==> src/dma_block_pkg.sv <==
// widths, block geometry and FIFO depth shared by the
// block DMA path

`default_nettype none

package dma_block_pkg;

  // --------------------------------------------------
  // bus widths
  // --------------------------------------------------
  localparam int ADDR_W = 64;
  localparam int LEN_W  = 8;
  localparam int DATA_W = 512;

  // --------------------------------------------------
  // block geometry
  // --------------------------------------------------
  // one 4 KiB block is 64 lines of 512 bits
  localparam int BLOCK_BEATS = 64;
  localparam int BEAT_CNT_W  = 6;

  // ready and finished block counters
  localparam int BLOCK_CNT_W = 13;

  // --------------------------------------------------
  // address FIFO
  // --------------------------------------------------
  localparam int ADDR_FIFO_DEPTH = 16;
  localparam int FIFO_PTR_W      = $clog2(ADDR_FIFO_DEPTH);

endpackage

`default_nettype wire

==> src/block_addr_fifo.sv <==
// show-ahead FIFO holding block address and burst length

`timescale 1ns/10ps
`default_nettype none

module block_addr_fifo
  import dma_block_pkg::*;
(
  input  wire               aclk,
  input  wire               aresetn,
  input  wire               push,
  input  wire  [ADDR_W-1:0] push_addr,
  input  wire  [LEN_W-1:0]  push_len,
  input  wire               pop,
  output logic [ADDR_W-1:0] head_addr,
  output logic [LEN_W-1:0]  head_len,
  output logic              head_valid,
  output logic              full
);

  logic [ADDR_W-1:0]   addr_mem [ADDR_FIFO_DEPTH];
  logic [LEN_W-1:0]    len_mem  [ADDR_FIFO_DEPTH];
  // extra msb tells full from empty
  logic [FIFO_PTR_W:0] wr_ptr;
  logic [FIFO_PTR_W:0] rd_ptr;

  always_ff @(posedge aclk or negedge aresetn) begin
    if (!aresetn) begin
      wr_ptr <= '0;
      rd_ptr <= '0;
    end else begin
      if (push) begin
        wr_ptr <= wr_ptr + 1'b1;
      end
      if (pop) begin
        rd_ptr <= rd_ptr + 1'b1;
      end
    end
  end

  always_ff @(posedge aclk) begin
    if (push) begin
      addr_mem[wr_ptr[FIFO_PTR_W-1:0]] <= push_addr;
      len_mem[wr_ptr[FIFO_PTR_W-1:0]]  <= push_len;
    end
  end

  assign head_addr  = addr_mem[rd_ptr[FIFO_PTR_W-1:0]];
  assign head_len   = len_mem[rd_ptr[FIFO_PTR_W-1:0]];
  assign head_valid = (wr_ptr != rd_ptr);
  assign full       = (wr_ptr[FIFO_PTR_W] != rd_ptr[FIFO_PTR_W]) &&
                      (wr_ptr[FIFO_PTR_W-1:0] == rd_ptr[FIFO_PTR_W-1:0]);

  // the callers must respect the FIFO limits
  assert property (@(posedge aclk) disable iff (!aresetn) push |-> !full)
    else $error("block_addr_fifo: push while full");

  assert property (@(posedge aclk) disable iff (!aresetn) pop |-> head_valid)
    else $error("block_addr_fifo: pop while empty");

endmodule

`default_nettype wire

==> src/ingest_tracker.sv <==
// input side: records host write addresses, counts written blocks
// and issues one memory A read per ready block

`timescale 1ns/10ps
`default_nettype none

module ingest_tracker
  import dma_block_pkg::*;
(
  input  wire               aclk,
  input  wire               aresetn,
  // host write, observed only
  input  wire  [ADDR_W-1:0] host_awaddr,
  input  wire  [LEN_W-1:0]  host_awlen,
  input  wire               host_awvalid,
  input  wire               host_awready,
  input  wire               host_bvalid,
  input  wire               host_bready,
  // memory A read address
  input  wire               ddra_arready,
  output logic              ddra_arvalid,
  output logic [ADDR_W-1:0] ddra_araddr,
  output logic [LEN_W-1:0]  ddra_arlen,
  // accepted read, towards the output side
  output logic              issue_fire,
  output logic [ADDR_W-1:0] issue_addr,
  output logic [LEN_W-1:0]  issue_len
);

  logic                   aw_fire;
  logic                   b_fire;
  logic                   head_valid;
  logic [ADDR_W-1:0]      head_addr;
  logic [LEN_W-1:0]       head_len;
  logic [BLOCK_CNT_W-1:0] ready_cnt;

  assign aw_fire = host_awvalid & host_awready;
  assign b_fire  = host_bvalid & host_bready;

  block_addr_fifo u_rd_addr_fifo (
    .aclk       (aclk),
    .aresetn    (aresetn),
    .push       (aw_fire),
    .push_addr  (host_awaddr),
    .push_len   (host_awlen),
    .pop        (issue_fire),
    .head_addr  (head_addr),
    .head_len   (head_len),
    .head_valid (head_valid),
    .full       ()
  );

  // --------------------------------------------------
  // ready block count
  // --------------------------------------------------
  always_ff @(posedge aclk or negedge aresetn) begin
    if (!aresetn) begin
      ready_cnt <= '0;
    end else if (b_fire && !issue_fire) begin
      ready_cnt <= ready_cnt + 1'b1;
    end else if (issue_fire && !b_fire) begin
      ready_cnt <= ready_cnt - 1'b1;
    end
  end

  assign ddra_arvalid = head_valid && (ready_cnt != '0);
  assign ddra_araddr  = head_addr;
  assign ddra_arlen   = head_len;

  assign issue_fire = ddra_arvalid & ddra_arready;
  assign issue_addr = head_addr;
  assign issue_len  = head_len;

  // every ready block still has its address queued
  assert property (@(posedge aclk) disable iff (!aresetn)
    ready_cnt != '0 |-> head_valid)
    else $error("ingest_tracker: ready count without a queued address");

  assert property (@(posedge aclk) disable iff (!aresetn)
    ddra_arvalid && !ddra_arready |=>
      ddra_arvalid && $stable(ddra_araddr) && $stable(ddra_arlen))
    else $error("ingest_tracker: ddra_arvalid dropped before transfer");

endmodule

`default_nettype wire

==> config.mk <==
export PLATFORM = sky130hd
export DESIGN_NAME = ingest_tracker
export DESIGN_NICKNAME = d
export VERILOG_FILES = /design/src/dma_block_pkg.sv /design/src/block_addr_fifo.sv /design/src/ingest_tracker.sv
export SDC_FILE = /design/constraint.sdc
export NUM_CORES = 1
export LEC_CHECK = 0
export BUFFER_PORTS_ARGS = -buffer_cell sky130_fd_sc_hd__buf_2
export CAP_MARGIN = 10
export CORE_MARGIN = 3
export CORE_UTILIZATION = 41
export CTS_BUF_LIST = sky130_fd_sc_hd__clkbuf_16
export DETAILED_ROUTE_END_ITERATION = 10
export PLACE_DENSITY = 0.67
export SLEW_MARGIN = 20
export SYNTH_ARGS = -nofsm -noshare
export SYNTH_HDL_FRONTEND = slang
export SYNTH_SLANG_ARGS = --single-unit
==> constraint.sdc <==
create_clock -name aclk -period 13.95 [get_ports aclk]
set_input_delay 4.185 -clock aclk [delete_from_list [all_inputs] [get_ports aclk]]
set_output_delay 4.185 -clock aclk [all_outputs]
set_load 0.005 [all_outputs]
==> impl_metrics.py, run 1 <==
metrics = {
    "worst_setup_path": {
        "critical-path-max-stage-delay_ns": 0.17,
        "setup.worst_path.class": "input pin to output pin",
        "crit_fanout": 5,
        "worst_ep_arrival_time_ns": 4.67,
        "path_cells": "buf_2, nand2_1, inv_1, buf_2",
        "r2r_slack_ns": 8.85,
        "worst-path-buf-inv": 3,
        "cp_common_cell": "buf_2",
        "worstPathRequired_ns": 9.76,
        "start_kind": "input pin",
        "cp_top_family": "buffers and inverters",
        "crit_path_end_kind": "output pin",
        "critPathSlowestCell": "nand2_1",
    },
    "route": {
        "postRouteAntennaNets": 0,
        "routedWlPerCell_um": 27.6,
        "drc": 0,
        "drtIter0Drc": 2258,
        "vias": 20200,
        "viasPerCell": 5.50,
        "dr.pass1.iters": 5,
        "wl_um": 101000,
    },
    "synth": {
        "synth_edf_count": 1152,
        "syn-cell-area_sq_um": 45500,
        "ys_warn_count": 0,
        "synth_seq_area_share_pct": 77.2,
        "synth_top_cell_area_share_pct": 76.0,
        "ys.flop_type": "edfxtp_1",
        "syn_area_per_cell_sq_um": 24.5,
        "synth_cells": 1859,
        "ys_top_cells_by_area": "edfxtp_1 (76%), mux4_2 (16%), mux4_1 (2.1%), buf_4 (1.5%), dfrtp_1 (1.3%)",
        "synth.distinct_cells": 38,
        "synth.largest_area_cell": "edfxtp_1",
        "ys_ff_latch": 1175,
        "synth-async-reset-ratio_pct": 1.96,
        "syn_nets": 1956,
    },
    "die": {
        "die_y_um": 339,
        "num_io_pins": 225,
        "core_area_sq_um": 109000,
        "start_util_pct": 41.6,
        "dieArea_sq_um": 115000,
        "num_rows": 121,
        "die_w_um": 339,
    },
    "clock_network": {
        "cts_tree": "built",
        "clock-sinks": 1175,
        "clock-root-buffer": "clkbuf_16",
        "cts_buffers": 116,
        "cts_resized": 0,
        "ctsHtreeMaxLevel": 3,
        "clk_pin_slew_ns": 0.06,
        "hold_buffers": 0,
        "post-cts-setup-buffer-count": 0,
        "cts_buffer_depth": 3,
        "insertion_delay_ns": 0.69,
    },
    "timing": {
        "finalSetupTns_ns": 0,
        "hold_viol": 0,
        "period_share_pct": 63.5,
        "fin_ws_ns": 5.09,
        "clock_skew_ns": 0.0432,
        "fmax_ghz": 0.113,
        "layout_min_cycle_time_ns": 8.86,
        "tightest_slew_ns": 1.15,
        "slew_headroom_pct": 23.5,
        "slew_viol_final": 0,
        "setup_violations": 0,
        "whs_ns": 0.494,
        "rsz0062_at_grt": "no",
    },
    "placement": {
        "dpl.hpwl_um": 51500,
        "place_ws_ns": 5.08,
        "port_buffers": 224,
        "gp_congestion": 0.726,
    },
    "power": {
        "p_clk_share_pct": 29.0,
        "p_sw_mw": 2.91,
        "peakVddDrop_mv": 0.198,
        "seqPwrFrac_pct": 41.7,
        "power_leakage_nw": 16.6,
        "p_sw_share_pct": 28.6,
        "p_int_mw": 7.25,
        "p_per_area_nw_per_um2": 197,
        "pwr-share-comb_pct": 29.3,
    },
    "worst_hold_path": {
        "min-delay-path-class": "flop to flop",
    },
    "global_route": {
        "grt.total_usage_pct": 17.6,
        "grt_pass1_wl_um": 148000,
        "grt_pass1_vias": 21100,
        "antenna_found_initial": 17,
        "grt_max_degree": 170,
        "gr-total-overflow": 0,
    },
    "run_status": {
        "outcome": "finished, final reports clean",
    },
    "layout": {
        "utilization_pct": 47.1,
        "nets": 2184,
        "synthToLayoutAreaGrowth_pct": 13.3,
        "drive_gt1_share_pct": 35.6,
    },
    "flow_run": {
        "drv_cap": 0,
    },
}
per-layer routing:
layer  wire length, um  track usage, %  share of wire (%)  vias to the layer above
li1                  -               -                  -                     8407
met1             40900            23.5                 40                    10900
met2             51700            29.6                 51                      656
met3              6600            3.44                6.5                      153
met4              1990            4.81                2.0                       10
met5                62               0              0.061                        -
stage by stage:
step | instances | total power, mW | cell area [sq um]
after floorplan | 1859 | 6.55 | 45500
after global placement | 3445 | 7.31 | 47900
after detailed placement | 3445 | 7.36 | 47900
after CTS | 3660 | 10.3 | 51600
after global routing | 3664 | 10.6 | 51600
final | 3669 | 10.2 | 51600
area by class of cell:
type,instances,area (sq um)
tap,1476,1850
inverter,7,26.3
antenna,9,22.5
sequential,1175,35200
timing repair buffer,270,1500
multi-input combinational,517,9380
clock buffer,117,2930
clock inverter,98,713
fill,8766,57900
flip-flops by register name (all words and copies together), names as in the netlist:
| name | flops |
|---|---|
| u_rd_addr_fifo.rd_ptr | 5 |
| u_rd_addr_fifo.wr_ptr | 5 |
| u_rd_addr_fifo.len_mem | 128 |
| u_rd_addr_fifo.addr_mem | 1024 |
| ready_cnt | 13 |
power groups by stage:
stage	Clock, mW	Combinational (mW)	Sequential [mW]
2_1_floorplan	0	2.33	4.22
3_3_place_gp	0	3.01	4.30
3_5_place_dp	0	3.05	4.31
4_1_cts	3.03	3.06	4.24
5_1_grt	3.18	3.21	4.26
6_report	2.95	2.97	4.24
Yosys cell counts (all sizes together) (10+ instances only):
cell type,count
nor2,19
buf,116
xnor2,12
nand2,27
a21oi,10
o21ai,19
edfxtp,1152
mux4,360
xor2,12
ha,17
clkbuf,44
dfrtp,23
worst paths after layout:
check,from,endpoint,depth (start not counted)
max in group asynchronous,aresetn,u_rd_addr_fifo.rd_ptr[2],1
worst min-delay path,u_rd_addr_fifo.wr_ptr[4],u_rd_addr_fifo.wr_ptr[4],1
worst min register to register,u_rd_addr_fifo.wr_ptr[4],u_rd_addr_fifo.wr_ptr[4],1
min in group asynchronous,aresetn,ready_cnt[11],1
worst max register to register,u_rd_addr_fifo.rd_ptr[0],ready_cnt[9],13
worst max-delay path,ddra_arready,issue_fire,4
worst register-to-register path, cell delays in order, from the launching register on:
cell     delay (ns)
dfrtp_4        0.95
buf_12         0.71
xnor2_1        0.22
a31oi_1        0.58
nand2_1        0.31
ha_1           0.38
inv_1          0.36
ha_1           0.39
a21o_1         0.19
a21oi_1        0.21
nand2_1        0.16
a41oi_1        0.27
xnor2_1        0.14
o21ai_0        0.08
kinds of logic after synthesis:
group,after synthesis,share of synthesized area [%]
muxes,362,18.2
xor gates and xnor gates,24,0.462
and+or+nand+nor,75,0.767
AOI/OAI and AO/OA,38,0.467
DFF,1175,77.2
adders and majority gates,18,0.511
buffers and inverters,167,2.38
placed cells by master (no fill, tap or decap), types with 8 or more instances in the layout:
master,netlist,layout
edfxtp_1,1152,1152
ha_1,17,17
nor2_4,0,12
mux4_1,37,37
a21oi_1,10,10
nand2_1,27,27
buf_4,93,43
inv_1,7,35
clkinv_1,0,23
clkbuf_16,0,117
buf_2,7,224
dfrtp_1,23,19
xnor2_1,12,12
xor2_1,12,12
bufinv_16,0,8
mux4_2,323,323
o21ai_0,19,19
clkinv_2,0,31
diode_2,0,9
(Power assumes the default switching activity.)
==> run 2, diff against run 1 <==
==> constraint.sdc (replaced) <==
create_clock -name aclk -period 8.2 [get_ports aclk]
set_input_delay 2.46 -clock aclk [delete_from_list [all_inputs] [get_ports aclk]]
set_output_delay 2.46 -clock aclk [all_outputs]
set_load 0.005 [all_outputs]
==> run 2 against run 1 <==
Against the previous run:
- via count decreased by 0.25%
- clock skew increased by 0.0086 ns
- first-iteration DRC count decreased by 9.4%
- global-route usage decreased by 0.21 points
- sequential power increased by 73%
- non-clock buffer count decreased by 2
- worst setup slack got worse by 2.9 ns
- cell count unchanged
- utilization increased by 0.17 points
- register-to-register slack got worse by 5.6 ns
==> impl_metrics.py, run 2 (synthesis gave the netlist of run 1 again) <==
metrics = {
    "run_status": {
        "outcome": "finished, final reports clean",
    },
    "clock_network": {
        "clock-sinks": 1175,
        "clock-root-buffer": "clkbuf_16",
        "insertion_delay_ns": 0.69,
        "cts_buffer_depth": 3,
        "cts_tree": "built",
        "clk_pin_slew_ns": 0.07,
        "post-cts-setup-buffer-count": 0,
        "cts_resized": 0,
        "ctsHtreeMaxLevel": 3,
        "cts_buffers": 116,
        "hold_buffers": 0,
    },
    "timing": {
        "slew_viol_final": 0,
        "whs_ns": 0.492,
        "fmax_ghz": 0.168,
        "hold_viol": 0,
        "tightest_slew_ns": 1.12,
        "rsz0062_at_grt": "no",
        "layout_min_cycle_time_ns": 5.96,
        "period_share_pct": 72.7,
        "slew_headroom_pct": 25.6,
        "fin_ws_ns": 2.24,
        "finalSetupTns_ns": 0,
        "clock_skew_ns": 0.0518,
        "setup_violations": 0,
    },
    "layout": {
        "drive_gt1_share_pct": 36.0,
        "nFillCells": 8739,
        "largest_register_ffs": 1024,
        "final_cell_mix": "edfxtp_1 (1152), mux4_2 (323), buf_2 (224)",
        "stdcell_area_sq_um": 51800,
        "utilization_pct": 47.3,
        "synthToLayoutAreaGrowth_pct": 13.8,
        "stdcell_count": 3669,
        "layout_commonest_cell": "edfxtp_1",
        "nets": 2182,
    },
    "worst_setup_path": {
        "worst-path-buf-inv": 2,
        "worst_ep_arrival_time_ns": 3.50,
        "r2r_slack_ns": 3.28,
        "critical-path-max-stage-delay_ns": 0.86,
        "reg2regPathDepth": 13,
        "timing.rr.start": "u_rd_addr_fifo.rd_ptr[0]",
        "start_kind": "flop",
        "cp_top_family": "multiplexers",
        "worstPathRequired_ns": 5.74,
        "crit_fanout": 66,
        "startpoint": "u_rd_addr_fifo.rd_ptr[0]",
        "critPathSlowestCell": "dfrtp_4",
        "setup.worst_path.class": "flop to output pin",
        "r2r-end": "ready_cnt[11]",
        "crit_path_end_kind": "output pin",
        "cp_num_cells": 4,
        "path_cells": "buf_12, mux4_1, mux4_2, buf_2",
        "crit_end": "ddra_araddr[26]",
    },
    "route": {
        "drc": 0,
        "wl_um": 100000,
        "viasPerCell": 5.48,
        "routedWlPerCell_um": 27.3,
        "postRouteAntennaNets": 0,
        "drtIter0Drc": 2046,
        "vias": 20100,
        "dr.pass1.iters": 5,
    },
    "placement": {
        "postPlaceCellArea_sq_um": 48000,
        "port_buffers": 224,
        "dpl.hpwl_um": 50000,
        "place_ws_ns": 2.78,
        "place_inst": 3443,
        "gp_congestion": 0.725,
    },
    "worst_hold_path": {
        "min-delay-path-class": "flop to flop",
        "hold_depth": 1,
    },
    "global_route": {
        "grt.total_usage_pct": 17.3,
        "grt_pass1_wl_um": 146000,
        "gr-total-overflow": 0,
        "grt_max_degree": 97,
        "antenna_found_initial": 15,
        "grt_pass1_vias": 21100,
    },
    "die": {
        "num_rows": 121,
        "core_area_sq_um": 109000,
        "start_util_pct": 41.6,
        "die_y_um": 339,
        "dieArea_sq_um": 115000,
        "die_w_um": 339,
        "num_io_pins": 225,
    },
    "power": {
        "peakVddDrop_mv": 0.201,
        "power_leakage_nw": 16.6,
        "p_per_area_nw_per_um2": 336,
        "finalPower_mw": 17.4,
    },
    "flow_run": {
        "drv_cap": 0,
    },
}
## run 2: cell type report
class | instances | area [sq um] | share of cell area [%]
clock inverters | 102 | 841 | 1.62
well taps | 1476 | 1850 | 3.57
repair buffers | 268 | 1540 | 2.97
inverters | 7 | 26.3 | 0.0507
clock buffers | 117 | 2930 | 5.65
flip-flops and latches | 1175 | 35200 | 67.9
diodes | 7 | 17.5 | 0.0338
multi-input cells | 517 | 9410 | 18.2
## run 2: worst register-to-register path, delay by kind of cell (launching register included)
family          cells  cell delay [ns]
buf+inv             2             0.94
fa+ha+maj           2             0.79
xor+xnor            2             0.30
simple gates        1             0.33
compound gates      6             1.51
flops               1             0.86
## run 2: per-layer routing
metal / vias to the layer above / share of wire [%] / track usage [%] / routed length [um]
met3: 128 / 6.6 / 3.43 / 6560
met2: 684 / 50 / 28.4 / 49800
met5: - / 0.061 / 0 / 61
met1: 10900 / 42 / 24.2 / 41900
li1: 8399 / - / - / -
met4: 10 / 1.7 / 4.30 / 1700
## run 2: power by group
group / total, mW / leakage, nW / switching (mW) / internal [mW]
Sequential: 7.32 / 10.7 / 0.363 / 6.95
Combinational: 4.95 / 4.04 / 2.39 / 2.55
Clock: 5.15 / 1.92 / 2.23 / 2.92
Total: 17.4 / 16.6 / 4.98 / 12.4
## run 2: worst min path at each step
stage	start	end
final	u_rd_addr_fifo.wr_ptr[4]	u_rd_addr_fifo.wr_ptr[4]
after global routing	u_rd_addr_fifo.wr_ptr[4]	u_rd_addr_fifo.wr_ptr[4]
after CTS	u_rd_addr_fifo.wr_ptr[4]	u_rd_addr_fifo.wr_ptr[4]
after detailed placement	u_rd_addr_fifo.rd_ptr[4]	u_rd_addr_fifo.rd_ptr[4]
after global placement	u_rd_addr_fifo.wr_ptr[4]	u_rd_addr_fifo.wr_ptr[4]
after floorplan	u_rd_addr_fifo.wr_ptr[4]	u_rd_addr_fifo.wr_ptr[4]
==> run 3, diff against run 2 <==
==> constraint.sdc (replaced) <==
create_clock -name aclk -period 6.1 [get_ports aclk]
set_input_delay 1.83 -clock aclk [delete_from_list [all_inputs] [get_ports aclk]]
set_output_delay 1.83 -clock aclk [all_outputs]
set_load 0.005 [all_outputs]
==> run 3 against run 2 <==
Against the previous run:
- sequential power rose by 33%
- critical path depth did not move
- routed wire length rose by 0.54%
- largest power group unchanged
==> impl_metrics.py, run 3 (synthesis gave the netlist of run 1 again) <==
metrics = {
    "run_status": {
        "outcome": "finished, final reports clean",
    },
    "clock_network": {
        "clock-root-buffer": "clkbuf_16",
        "hold_buffers": 0,
        "cts_resized": 0,
        "cts_tree": "built",
        "clock-sinks": 1175,
        "ctsHtreeMaxLevel": 3,
        "cts_buffers": 113,
        "cts_buffer_depth": 3,
        "post-cts-setup-buffer-count": 0,
        "insertion_delay_ns": 0.71,
        "clk_pin_slew_ns": 0.06,
    },
    "route": {
        "dr.pass1.iters": 5,
        "drc": 0,
        "vias": 20200,
        "viasPerCell": 5.49,
        "drtIter0Drc": 2135,
        "postRouteAntennaNets": 0,
        "routedWlPerCell_um": 27.4,
        "wl_um": 101000,
    },
    "global_route": {
        "grtUsageMet3_pct": 3.31,
        "grt_use_met2_pct": 29.3,
        "grt_pass1_vias": 21100,
        "met1_usage_pct": 23.8,
        "grt_pass1_wl_um": 148000,
        "grt-busiest-layer": "met2",
        "antenna_found_initial": 16,
        "grt.total_usage_pct": 17.5,
        "gr-total-overflow": 0,
        "grt_max_degree": 82,
    },
    "worst_setup_path": {
        "start_kind": "flop",
        "worstPathRequired_ns": 4.27,
        "crit_fanout": 40,
        "critPathSlowestCell": "buf_4",
        "critical-path-max-stage-delay_ns": 0.69,
        "worst_ep_arrival_time_ns": 3.45,
        "crit_path_end_kind": "output pin",
        "setup.worst_path.class": "flop to output pin",
        "reg2regPathDepth": 14,
        "path_cells": "buf_4, mux4_1, mux4_2, buf_2",
    },
    "timing": {
        "tightest_slew_ns": 0.885,
        "period_share_pct": 86.5,
        "setup_violations": 0,
        "hold_viol": 0,
        "fmax_ghz": 0.189,
        "slew_headroom_pct": 40.8,
        "whs_ns": 0.488,
        "rsz0062_at_grt": "no",
        "slew_viol_final": 0,
        "layout_min_cycle_time_ns": 5.28,
        "finalSetupTns_ns": 0,
        "clock_skew_ns": 0.0370,
    },
    "power": {
        "power_leakage_nw": 16.7,
        "seqPwrFrac_pct": 41.5,
        "pwr-share-comb_pct": 29.0,
        "p_clk_share_pct": 29.5,
        "finalPower_mw": 23.4,
        "p_sw_share_pct": 28.5,
        "p_sw_mw": 6.69,
        "p_int_mw": 16.8,
        "peakVddDrop_mv": 0.316,
        "p_per_area_nw_per_um2": 451,
    },
    "layout": {
        "stdcell_area_sq_um": 52000,
        "drive_gt1_share_pct": 35.9,
        "synthToLayoutAreaGrowth_pct": 14.2,
        "nets": 2188,
        "final_cell_mix": "edfxtp_1 (1152), mux4_2 (323), buf_2 (224)",
        "largest_register_ffs": 1024,
        "layout_commonest_cell": "edfxtp_1",
    },
    "flow_run": {
        "drv_cap": 0,
    },
    "die": {
        "core_area_sq_um": 109000,
        "num_io_pins": 225,
        "dieArea_sq_um": 115000,
        "die_w_um": 339,
        "num_rows": 121,
        "start_util_pct": 41.6,
        "die_y_um": 339,
    },
    "placement": {
        "postPlaceCellArea_sq_um": 48200,
        "dpl.hpwl_um": 52900,
        "gp_congestion": 0.738,
        "port_buffers": 224,
    },
    "worst_hold_path": {
        "hold_depth": 1,
        "min-delay-path-class": "flop to flop",
    },
}
## run 3: worst max-delay path: cells and delay by family (launching register included)
kind	cells	cell delay, ns
DFF	1	0.66
muxes	2	1.21
buffers and inverters	2	0.85
## run 3: layout make-up
type | count | area, sq um
antenna | 9 | 22.5
clock buffer | 113 | 2830
clock inverter | 100 | 920
fill | 8687 | 57500
inverter | 7 | 26.3
multi-input combinational | 517 | 9410
sequential | 1175 | 35200
tap | 1476 | 1850
timing repair buffer | 277 | 1770
## run 3: metrics by stage
step           cells  worst slack (ns)  utilization [%]
6_report        3674             0.822             47.5
2_1_floorplan   1859             0.145                -
5_1_grt         3667             0.618             47.5
4_1_cts         3665             0.692             47.5
3_3_place_gp    3452              1.52             44.1
3_5_place_dp    3452              1.46             44.1
## run 3: final timing paths
check / from / endpoint / slack [ns]
worst max register to register: u_rd_addr_fifo.rd_ptr[0] / ready_cnt[11] / 1.93
min in group asynchronous: aresetn / ready_cnt[9] / 1.13
worst max-delay path: u_rd_addr_fifo.rd_ptr[0] / ddra_araddr[23] / 0.82
worst min register to register: u_rd_addr_fifo.wr_ptr[4] / u_rd_addr_fifo.wr_ptr[4] / 0.49
worst min-delay path: u_rd_addr_fifo.wr_ptr[4] / u_rd_addr_fifo.wr_ptr[4] / 0.49
max in group asynchronous: aresetn / u_rd_addr_fifo.rd_ptr[3] / 4.52
## run 3: per-layer routing
metal,part of all wire [%],vias up
met5,0.051,-
met4,1.9,8
met3,5.6,137
met2,51,596
met1,42,11000
li1,-,8405
## run 3: power by group through the flow
stage / Clock [mW] / Combinational [mW] / Sequential [mW]
after floorplan: 0 / 5.34 / 9.64
after global placement: 0 / 6.86 / 9.88
after detailed placement: 0 / 6.96 / 9.92
after CTS: 7.08 / 6.98 / 9.75
after global routing: 7.40 / 7.33 / 9.79
final: 6.92 / 6.79 / 9.74
